$ cat src/verilog/cmp_pkg.sv
// Shared constants for the serial compare unit
// Only the RV32I opcodes and funct3 codes used by branches and SLT-type ops
// XLEN must stay a multiple of the slice width chosen at the top level

package cmp_pkg;

    localparam int XLEN = 32;                      // Data word width

    // Major opcodes in instr[6:0]
    localparam logic [6:0] OPC_BRANCH = 7'b1100011; // BEQ..BGEU
    localparam logic [6:0] OPC_OP     = 7'b0110011; // SLT, SLTU
    localparam logic [6:0] OPC_OP_IMM = 7'b0010011; // SLTI, SLTIU

    // Branch funct3 in instr[14:12]
    localparam logic [2:0] F3_BEQ  = 3'b000;
    localparam logic [2:0] F3_BNE  = 3'b001;
    localparam logic [2:0] F3_BLT  = 3'b100;
    localparam logic [2:0] F3_BGE  = 3'b101;
    localparam logic [2:0] F3_BLTU = 3'b110;
    localparam logic [2:0] F3_BGEU = 3'b111;

    // Set-less-than funct3 shared by OP and OP_IMM
    localparam logic [2:0] F3_SLT  = 3'b010;
    localparam logic [2:0] F3_SLTU = 3'b011;

    // Sequencer states
    typedef enum logic [1:0] {
        IDLE = 2'd0,                               // Waiting for start
        RUN  = 2'd1,                               // Stepping slices
        FLAG = 2'd2                                // Capturing the flag
    } seq_state_t;

endpackage

$ cat src/verilog/cmp_sequencer.sv
// Control FSM that orders load, NUM_SLICES steps, capture and done
// start is a single-cycle pulse, ignored while busy
// done is a one-cycle pulse, busy covers everything up to and including done

module cmp_sequencer (
    input  logic clk,
    input  logic rst_n,
    input  logic start,   // Request pulse
    input  logic last,    // Final slice being stepped
    output logic load,    // Latch operands, clear counter
    output logic step,    // Process one slice
    output logic capture, // Register less-than flag
    output logic busy,    // Registered busy level
    output logic done     // Registered done pulse
);

    cmp_pkg::seq_state_t state;
    logic                accept;

    // A start in the done cycle is still refused, busy is high there
    assign accept  = start && !busy && (state == cmp_pkg::IDLE);

    assign load    = accept;                       // Same cycle as start
    assign step    = (state == cmp_pkg::RUN);
    assign capture = (state == cmp_pkg::FLAG);

    always_ff @(posedge clk or negedge rst_n) begin
        if (!rst_n) begin
            state <= cmp_pkg::IDLE;
        end else begin
            case (state)
                cmp_pkg::IDLE: begin
                    if (accept) begin
                        state <= cmp_pkg::RUN;     // Operands loaded on this edge
                    end
                end
                cmp_pkg::RUN: begin
                    if (last) begin
                        state <= cmp_pkg::FLAG;    // Last slice goes in on this edge
                    end
                end
                cmp_pkg::FLAG: begin
                    state <= cmp_pkg::IDLE;        // Flag registered on this edge
                end
                default: begin
                    state <= cmp_pkg::IDLE;
                end
            endcase
        end
    end

    always_ff @(posedge clk or negedge rst_n) begin
        if (!rst_n) begin
            done <= 1'b0;
            busy <= 1'b0;
        end else begin
            done <= capture;                       // One cycle after the flag edge
            if (accept) begin
                busy <= 1'b1;
            end else if (done) begin
                busy <= 1'b0;                      // Drops after the done cycle
            end
        end
    end

endmodule

$ cat src/verilog/slice_counter.sv
// Slice counter cleared on load and advanced once per step
// last is decoded from the count, NUM_SLICES must be at least 2

module slice_counter #(
    parameter int NUM_SLICES = 4
) (
    input  logic clk,
    input  logic rst_n,
    input  logic clear, // Start of a new compare
    input  logic en,    // One slice processed
    output logic last   // Count points at the final slice
);

    localparam int CNT_W = (NUM_SLICES > 1) ? $clog2(NUM_SLICES) : 1;

    logic [CNT_W-1:0] count;

    always_ff @(posedge clk or negedge rst_n) begin
        if (!rst_n) begin
            count <= '0;
        end else if (clear) begin
            count <= '0;                           // Clear wins over en
        end else if (en) begin
            count <= count + 1'b1;                 // Wraps after last slice
        end
    end

    assign last = (count == CNT_W'(NUM_SLICES - 1));

endmodule

$ cat src/verilog/serial_subtractor.sv
// Serial rs1 minus rs2 with SLICE_W bits per step and the low slice first
// Done as rs1 + ~rs2 + 1, so the final carry is set when rs1 >= rs2 unsigned
// Outputs are only meaningful after the last step, they hold until next load

module serial_subtractor #(
    parameter int SLICE_W = 8
) (
    input  logic                     clk,
    input  logic                     rst_n,
    input  logic                     load,         // Latch operands
    input  logic                     step,         // Add one slice
    input  logic [cmp_pkg::XLEN-1:0] rs1,
    input  logic [cmp_pkg::XLEN-1:0] rs2,          // Expanded immediate for SLTI(U)
    output logic                     alu_carryout, // Running carry
    output logic                     a31,          // Sign of rs1
    output logic                     b31,          // Sign of rs2
    output logic                     rzcy32        // All result slices zero so far
);

    logic [cmp_pkg::XLEN-1:0] a_sr;                // rs1 shift register
    logic [cmp_pkg::XLEN-1:0] b_sr;                // ~rs2 shift register
    logic                     carry;
    logic                     zero;
    logic [SLICE_W:0]         sum;                 // Slice result plus carry out

    // Low slices of both operands plus the carry in
    assign sum = {1'b0, a_sr[SLICE_W-1:0]} + {1'b0, b_sr[SLICE_W-1:0]}
               + {{SLICE_W{1'b0}}, carry};

    // Operand shift registers and latched sign bits
    always_ff @(posedge clk) begin
        if (load) begin
            a_sr <= rs1;
            b_sr <= ~rs2;                          // Ones complement, carry adds the one
            a31  <= rs1[cmp_pkg::XLEN-1];
            b31  <= rs2[cmp_pkg::XLEN-1];
        end else if (step) begin
            a_sr <= a_sr >> SLICE_W;               // Next slice to the bottom
            b_sr <= b_sr >> SLICE_W;
        end
    end

    always_ff @(posedge clk or negedge rst_n) begin
        if (!rst_n) begin
            carry <= 1'b0;
            zero  <= 1'b0;
        end else if (load) begin
            carry <= 1'b1;                         // The +1 of twos complement
            zero  <= 1'b1;                         // Sticky, cleared by any nonzero slice
        end else if (step) begin
            carry <= sum[SLICE_W];
            if (sum[SLICE_W-1:0] != '0) begin
                zero <= 1'b0;
            end
        end
    end

    assign alu_carryout = carry;
    assign rzcy32       = zero;                    // Difference zero means rs1 == rs2

endmodule

$ cat src/verilog/cond_code.sv
// Condition codes for branches and SLT-type instructions
// raluF changes only on capture, is_brcond is combinational
// Expects alu_carryout and rzcy32 from a finished rs1 - rs2

module cond_code (
    input  logic        clk,
    input  logic        rst_n,
    input  logic        capture,      // Register the flag
    input  logic        alu_carryout, // Set when rs1 >= rs2 unsigned
    input  logic        a31,          // Sign of rs1
    input  logic        b31,          // Sign of rs2
    input  logic        rzcy32,       // Set when rs1 == rs2
    input  logic [31:0] instr,
    output logic        raluF,        // Registered less-than, used as slt_result
    output logic        is_brcond     // Branch taken
);

    logic [6:0] opcode;
    logic [2:0] funct3;
    logic       lt_signed;
    logic       lt_unsigned;
    logic       cmb_aluF;

    assign opcode = instr[6:0];
    assign funct3 = instr[14:12];

    // Differing signs decide on their own, otherwise the carry does
    assign lt_signed   = (a31 ^ b31) ? a31 : ~alu_carryout;
    assign lt_unsigned = ~alu_carryout;

    always_comb begin
        cmb_aluF = 1'b0;                           // Anything not listed
        if (opcode == cmp_pkg::OPC_BRANCH) begin
            case (funct3)
                cmp_pkg::F3_BLT, cmp_pkg::F3_BGE:   cmb_aluF = lt_signed;
                cmp_pkg::F3_BLTU, cmp_pkg::F3_BGEU: cmb_aluF = lt_unsigned;
                default:                            cmb_aluF = 1'b0; // BEQ/BNE use rzcy32
            endcase
        end else if ((opcode == cmp_pkg::OPC_OP) || (opcode == cmp_pkg::OPC_OP_IMM)) begin
            case (funct3)
                cmp_pkg::F3_SLT:  cmb_aluF = lt_signed;   // SLT, SLTI
                cmp_pkg::F3_SLTU: cmb_aluF = lt_unsigned; // SLTU, SLTIU
                default:          cmb_aluF = 1'b0;
            endcase
        end
    end

    always_ff @(posedge clk or negedge rst_n) begin
        if (!rst_n) begin
            raluF <= 1'b0;
        end else if (capture) begin
            raluF <= cmb_aluF;                     // Held until the next capture
        end
    end

    always_comb begin
        is_brcond = 1'b0;                          // Not a branch
        if (opcode == cmp_pkg::OPC_BRANCH) begin
            case (funct3)
                cmp_pkg::F3_BEQ:  is_brcond = rzcy32;
                cmp_pkg::F3_BNE:  is_brcond = ~rzcy32;
                cmp_pkg::F3_BLT:  is_brcond = raluF;
                cmp_pkg::F3_BGE:  is_brcond = ~raluF;
                cmp_pkg::F3_BLTU: is_brcond = raluF;
                cmp_pkg::F3_BGEU: is_brcond = ~raluF;
                default:          is_brcond = 1'b0; // Reserved funct3
            endcase
        end
    end

endmodule

$ cat src/verilog/compare_unit_top.sv
// Multi-cycle compare and branch-condition unit
// done comes NUM_SLICES+2 cycles after an accepted start, results hold until next start
// instr and operands must stay stable from start until done

module compare_unit_top #(
    parameter int SLICE_W = 8                      // 4, 8 or 16
) (
    input  logic                     clk,
    input  logic                     rst_n,
    input  logic                     start,
    input  logic [31:0]              instr,
    input  logic [cmp_pkg::XLEN-1:0] rs1,
    input  logic [cmp_pkg::XLEN-1:0] rs2,
    output logic                     busy,
    output logic                     done,
    output logic                     slt_result,
    output logic                     is_brcond
);

    localparam int NUM_SLICES = cmp_pkg::XLEN / SLICE_W;

    logic load;
    logic step;
    logic capture;
    logic last;
    logic alu_carryout;
    logic a31;
    logic b31;
    logic rzcy32;

    cmp_sequencer u_seq (
        .clk     (clk),
        .rst_n   (rst_n),
        .start   (start),
        .last    (last),
        .load    (load),
        .step    (step),
        .capture (capture),
        .busy    (busy),
        .done    (done)
    );

    slice_counter #(.NUM_SLICES(NUM_SLICES)) u_cnt (
        .clk   (clk),
        .rst_n (rst_n),
        .clear (load),
        .en    (step),
        .last  (last)
    );

    serial_subtractor #(.SLICE_W(SLICE_W)) u_sub (
        .clk          (clk),
        .rst_n        (rst_n),
        .load         (load),
        .step         (step),
        .rs1          (rs1),
        .rs2          (rs2),
        .alu_carryout (alu_carryout),
        .a31          (a31),
        .b31          (b31),
        .rzcy32       (rzcy32)
    );

    cond_code u_cc (
        .clk          (clk),
        .rst_n        (rst_n),
        .capture      (capture),
        .alu_carryout (alu_carryout),
        .a31          (a31),
        .b31          (b31),
        .rzcy32       (rzcy32),
        .instr        (instr),
        .raluF        (slt_result),
        .is_brcond    (is_brcond)
    );

endmodule

$ cat config.mk
export PLATFORM = sky130hd
export DESIGN_NAME = compare_unit_top
export DESIGN_NICKNAME = d
export VERILOG_FILES = /design/src/verilog/cmp_pkg.sv /design/src/verilog/cmp_sequencer.sv /design/src/verilog/slice_counter.sv /design/src/verilog/serial_subtractor.sv /design/src/verilog/cond_code.sv /design/src/verilog/compare_unit_top.sv
export SDC_FILE = /design/constraint.sdc
export NUM_CORES = 1
export LEC_CHECK = 0
export BUFFER_PORTS_ARGS = -buffer_cell sky130_fd_sc_hd__buf_2
export CAP_MARGIN = 20
export CORE_AREA = 10 10 116 118
export DETAILED_ROUTE_END_ITERATION = 16
export DIE_AREA = 0 0 126 128
export PLACE_DENSITY = 0.54
export SETUP_SLACK_MARGIN = 0.05
export SLEW_MARGIN = 20
export SYNTH_ARGS = -nofsm -noshare
export SYNTH_HDL_FRONTEND = slang
export SYNTH_SLANG_ARGS = --single-unit
$ cat constraint.sdc
create_clock -name clk -period 5.9 [get_ports clk]
set_input_delay 1.18 -clock clk [delete_from_list [all_inputs] [get_ports clk]]
set_output_delay 1.18 -clock clk [all_outputs]
set_load 0.005 [all_outputs]
Yosys cells after proc, flatten, opt, wreduce, memory -nomap -nowiden
Cells that the tools add are included.
{ "word_totals": {"word_cells": 73, "output_inout_bits": 4, "reg_bits": 75, "in_bits": 99} }
{ "op_classes": {"muxes": 23, "add_sub_neg": 3, "n_eq_ne": 15, "bitwise_logic": 5, "n_reduce_logical": 16} }
{ "ops": {"columns": ["operator", "count"], "rows": [
  ["$mux 32", 4],
  ["$not 32->32", 1],
  ["$eq 3x3->1 const B", 4],
  ["$mux 1", 11],
  ["$add 8x8->9", 1],
  ["$add 9x1->9", 1],
  ["$mux 2", 4],
  ["$reduce_bool 8->1", 1],
  ["$reduce_or 2->1", 4],
  ["$eq 7x5->1 const B", 1],
  ["$eq 7x6->1 const B", 1],
  ["$eq 7x7->1 const B", 1],
  ["$eq 3x2->1 const B", 2],
  ["$reduce_bool 2->1", 3],
  ["$eq 2x2->1 const B", 2],
  ["$pmux 1 s2", 2],
  ["$pmux 1 s4", 1],
  ["$pmux 2 s2", 1],
  ["$reduce_and 2->1", 2],
  ["$eq 3x1->1 const B", 1],
  ["$logic_not 3->1", 1],
  ["$not 1->1", 3],
  ["$add 2x1->2 const B", 1],
  ["$eq 2x1->1 const B", 1],
  ["7 further kinds", 8]
]} }

Longest topological paths before layout
{ "depth": {"depth_word": 6, "mapped_depth": 7, "ltp_nobuf": 7} }

Modules after synthesis
Synthesis repeated with hierarchy kept, for this count alone.
{ "unflattened": {"cells_unflattened": 244, "hier_area_um2": 3537.1} }
{ "by_module_without_submodules": {"columns": ["mod", "n_inst", "cells_per_inst", "seq_area_each_um2", "area_per_inst_um2"], "rows": [
  ["serial_subtractor", 1, 203, 2031.9, 3123.0],
  ["cmp_sequencer", 1, 12, 100.1, 165.2],
  ["cond_code", 1, 22, 25.0, 160.2],
  ["slice_counter", 1, 7, 50.0, 88.8]
]} }

Worst setup path after synthesis
No wires, ideal clock.
{ "synth_timing": {"path_type": "input to register", "start": "in start", "end": "reg u_sub.carry, in the netlist u_sub.alu_carryout", "cell_stages": 5, "required_ps": 5817, "arrival_ps": 3295, "setup_slack_ps": 2522, "path_buffers": 1, "setup_time_ps": 83, "path_cell_list": "nand3_1 > clkbuf_1 > nand2_1 > o32ai_1 > a21oi_1"} }
{ "synth_via": {"elab_chain_cells": 3, "word_cells_on_any_way": 4, "classes_between": "mux (1); reduce/logical (3)"} }
{ "synth_lines": {"columns": ["item", "line", "rtl"], "rows": [
  ["start, declared", "compare_unit_top.sv:10", "input logic start,"],
  ["$logic_and 1x1->1 * (2 in a row)", "cmp_sequencer.sv:21", "assign accept = start && !busy && (state == cmp_pkg::IDLE);"],
  ["$mux 1 / $reduce_bool 2->1 (equally long branches)", null, null],
  ["end signal, assigned", "serial_subtractor.sv:51", "carry <= sum[SLICE_W];"],
  ["end, declared", "serial_subtractor.sv:22", "logic carry;"]
]} }
Mark *: on every way between the ends. The rest lies on a longest branch, timed or not.
A chain may end at the register's enable or synchronous reset.

Final worst setup path
{ "layout_timing": {"start": "in instr[12]", "end": "out is_brcond"} }
{ "layout_via": {"elab_chain_cells": 4, "word_cells_on_any_way": 10, "classes_between": "eq/ne (5); mux (2); reduce/logical (3)"} }
{ "layout_lines": {"columns": ["item", "line", "rtl"], "rows": [
  ["start, declared", "compare_unit_top.sv:11", "input logic [31:0] instr,"],
  ["$eq 3x3->1", "cond_code.sv:59", "case (funct3)"],
  ["$reduce_or 2->1 (no line)", null, null],
  ["$pmux 1 s4 *", "cond_code.sv:59", null],
  ["$mux 1 *", "cond_code.sv:58", "if (opcode == cmp_pkg::OPC_BRANCH) begin"],
  ["end, declared", "compare_unit_top.sv:17", "output logic is_brcond"]
]} }
Marks and branches as above.

==> results.md <==
* Clock period minus final worst setup slack at 3030 ps
* Floorplan die area at 0.0161 sq mm
* Post-synthesis sequential area ratio at 0.656
* DR vias/cell at 4.39
* Setup slack of the worst register-to-register path at 3290 ps
* First-pass GRT wire length at 11.7 mm
* RSZ-0062 raised after global routing: false
* Element type at the critical path end: primary output
* Antenna Cells at 0
* Cell with the most instances after synthesis: sky130_fd_sc_hd__nand2_1
* Fin Clk Skew at 7.84 ps
* Weighted congestion at the end of routability-driven global placement at 0.814
* Count of instances resized after the clock tree is built at 0
* Synthesized cell area at 0.00336 sq mm
* Kind of start point of the critical path: input pin
* Ports at 103
* Worst-case vdd ir drop at 352 uV
* Cells after Synth at 305
* Area added between synthesis and finish at 26.0%
* HPWL reported at the end of detailed placement at 5.12 mm
* Overall power after layout at 2.34 mW
* Start point of the worst hold path: u_seq.done
* Endpoint, Worst Hold: u_seq.busy
* Die outline height at 128 microns
* Prevailing post-synth register cell: sky130_fd_sc_hd__edfxtp_1
* Number of endpoints with negative hold slack in the final report at 0
* Antenna-violating nets left at 0
* Cell accounting for the most synthesized area: sky130_fd_sc_hd__edfxtp_1
* Fraction of registers with async set/reset at 0.120
* DRC Markers at 0
* Global Route Usage Sum at 0.0898
* Largest driver fanout on the critical path at 3
* Cell types occupying the most area after synthesis: sky130_fd_sc_hd__edfxtp_1, sky130_fd_sc_hd__nand2_1, sky130_fd_sc_hd__dfrtp_1, sky130_fd_sc_hd__o21ai_0, sky130_fd_sc_hd__ha_1
* Clk Latency, worst-skew pair at 330 ps
* Cell row count at 39
* Required time of the critical path at 4720 ps
* Post-Syn Area per Cell at 11.0 sq um
* Net count reported at finish at 495
* YS warnings at 0
* Most frequent cells after synthesis: sky130_fd_sc_hd__nand2_1, sky130_fd_sc_hd__edfxtp_1, sky130_fd_sc_hd__o21ai_0
* Width of the die at 126 microns
* H-tree Lvls at 3
* Inserted Clock Buffers at 9
* Area after DPL at 0.00393 sq mm
* Port Buf Inserts at 80
* Summed negative setup slack over all endpoints at 0 ps
* EDFF count, synth at 66
* Result of the run: finished, final reports clean
* Post-route standard cell area excluding fillers at 0.00424 sq mm
* Upper clock frequency limit at 330 MHz
* Initial core utilization at 0.300
* Finish-stage setup viols at 0
* Arr. time, crit path at 1850 ps
* Root buffer cell: sky130_fd_sc_hd__clkbuf_16
* Tightest Pin Transition at 737 ps
* Total core area at 0.0112 sq mm
* Remaining global-route overflow at 0
* Total vias in the final route at 2343
* Share of the synthesized area in the top cell type at 0.589
* Core Util, Final at 0.378
* TritonCTS clock tree: done
* Max_slew headroom at 0.507
* Critical path start-end classification: in2out
* Pin count of the biggest net entering global routing at 79
* Number of buffers added for setup after CTS at 0
* Path depth of the worst reg2reg path at 7
* Hold buffer count at CTS at 0
* Via count of the first global-routing pass at 2432
* Static leakage at 1.85 nW
* R2r endpoint: u_sub.rzcy32
* Clk slew on worst S/H paths at 60 ps
* Antenna violations before repair at 0
* Count of different cell masters after synthesis at 34
* Period Utilization, post-route at 0.514
* Final Routed Wirelength at 7.20 mm
* Clock Sink Count at 75
* Power density over the cells at 551 mW/mm^2
* Post-synthesis register bit count at 75
* Share of layout cells above drive strength 1 at 0.261
* Routed wirelength normalized by instance count at 13.5 microns
* Max Cap Viol at 0
* Instance count along the most critical hold path at 1
* Worst hold path type: reg2reg
* Number of slew-limit violations in the final report at 0
* Router iterations before antenna repair at 4
* Drt first-iter violations at 101
* Max Buffers Root-to-Sink at 2
* Number of nets produced by synthesis at 414
* Worst flop-to-flop path startpoint: u_sub.alu_carryout
-- layout make-up --
class	count	area, sq um
tap	143	179
multi-input combinational	210	1100
fill	1127	6980
timing repair buffer	83	430
inverter	7	26.3
clock inverter	7	75.1
clock buffer	9	225
sequential	75	2210
-- routing by layer --
layer | vias to the layer above | share of wire | track usage
li1 | 1224 | - | -
met1 | 1044 | 0.43 | 0.102
met2 | 64 | 0.48 | 0.144
met3 | 11 | 0.067 | 0.0352
met4 | 0 | 0.021 | 0.0462
met5 | - | 0 | 0
-- placed cells by master (no fill, tap or decap), types with 2 or more instances in the layout --
master                      instances
sky130_fd_sc_hd__fa_1               2
sky130_fd_sc_hd__edfxtp_1          66
sky130_fd_sc_hd__dfrtp_1            9
sky130_fd_sc_hd__nor3_1             3
sky130_fd_sc_hd__xor2_1             3
sky130_fd_sc_hd__buf_4              2
sky130_fd_sc_hd__nor2_1            19
sky130_fd_sc_hd__buf_2             80
sky130_fd_sc_hd__a21oi_1            7
sky130_fd_sc_hd__and2_1             8
sky130_fd_sc_hd__nand3_1            4
sky130_fd_sc_hd__a21boi_0           3
sky130_fd_sc_hd__ha_1               8
sky130_fd_sc_hd__inv_1              6
sky130_fd_sc_hd__nand2b_1           2
sky130_fd_sc_hd__inv_6              2
sky130_fd_sc_hd__nand2_1           97
sky130_fd_sc_hd__mux2i_1            3
sky130_fd_sc_hd__nand3b_1           3
sky130_fd_sc_hd__clkbuf_16          9
sky130_fd_sc_hd__o21ai_0           32
sky130_fd_sc_hd__clkinv_2           2
sky130_fd_sc_hd__clkinv_4           2
-- worst max-delay path: stages --
cell and delay [ps]:
sky130_fd_sc_hd__buf_2 120, sky130_fd_sc_hd__xnor2_1 120, sky130_fd_sc_hd__nor3_1 130, sky130_fd_sc_hd__a21oi_1 60
sky130_fd_sc_hd__nor3_1 110, sky130_fd_sc_hd__buf_2 140
-- state kept, by name, indices dropped and copies added, names as in the netlist --
register,cells
u_sub.a_sr,32
u_sub.b_sr,32
u_cnt.count,2
u_seq.state,2
u_cc.raluF,1
u_seq.busy,1
u_seq.done,1
u_sub.a31,1
u_sub.alu_carryout,1
u_sub.b31,1
u_sub.rzcy32,1
-- how the worst max path moves through the flow --
stage               startpoint            endpoint  slack [ps]  cells past startpoint
finish               instr[12]           is_brcond        2870                      6
global route         instr[12]           is_brcond        2770                      6
CTS                  instr[12]           is_brcond        2860                      6
detailed placement   instr[12]           is_brcond        2850                      6
global placement     instr[12]           is_brcond        2870                      6
floorplan                start  u_sub.alu_carryout        2520                      5
-- power by group --
| part | leakage, nW | internal (mW) | switching, mW |
|---|---|---|---|
| Clock | 0.150 | 0.330 | 0.220 |
| Combinational | 0.935 | 0.280 | 0.452 |
| Sequential | 0.763 | 0.962 | 0.0917 |
| Total | 1.85 | 1.57 | 0.763 |
-- cells by family (layout without fill, tap and decap cells) --
logic type / count (synthesis) / in the layout / synth area share
AOI/OAI and AO/OA: 50 / 50 / 0.0829
xor gates and xnor gates: 4 / 4 / 0.0104
adders and majority gates: 10 / 10 / 0.0417
buffers and inverters: 20 / 106 / 0.0223
DFF: 75 / 75 / 0.656
muxes: 3 / 3 / 0.00893
and+or+nand+nor: 143 / 143 / 0.178
-- stage by stage --
stage	worst slack [ps]	hold slack, ps	cells
2_1_floorplan	2520	459	305
3_3_place_gp	2870	450	517
3_5_place_dp	2850	474	517
4_1_cts	2860	486	533
5_1_grt	2770	518	534
6_report	2870	470	534
Note: power is estimated with default switching activity, not from simulation.
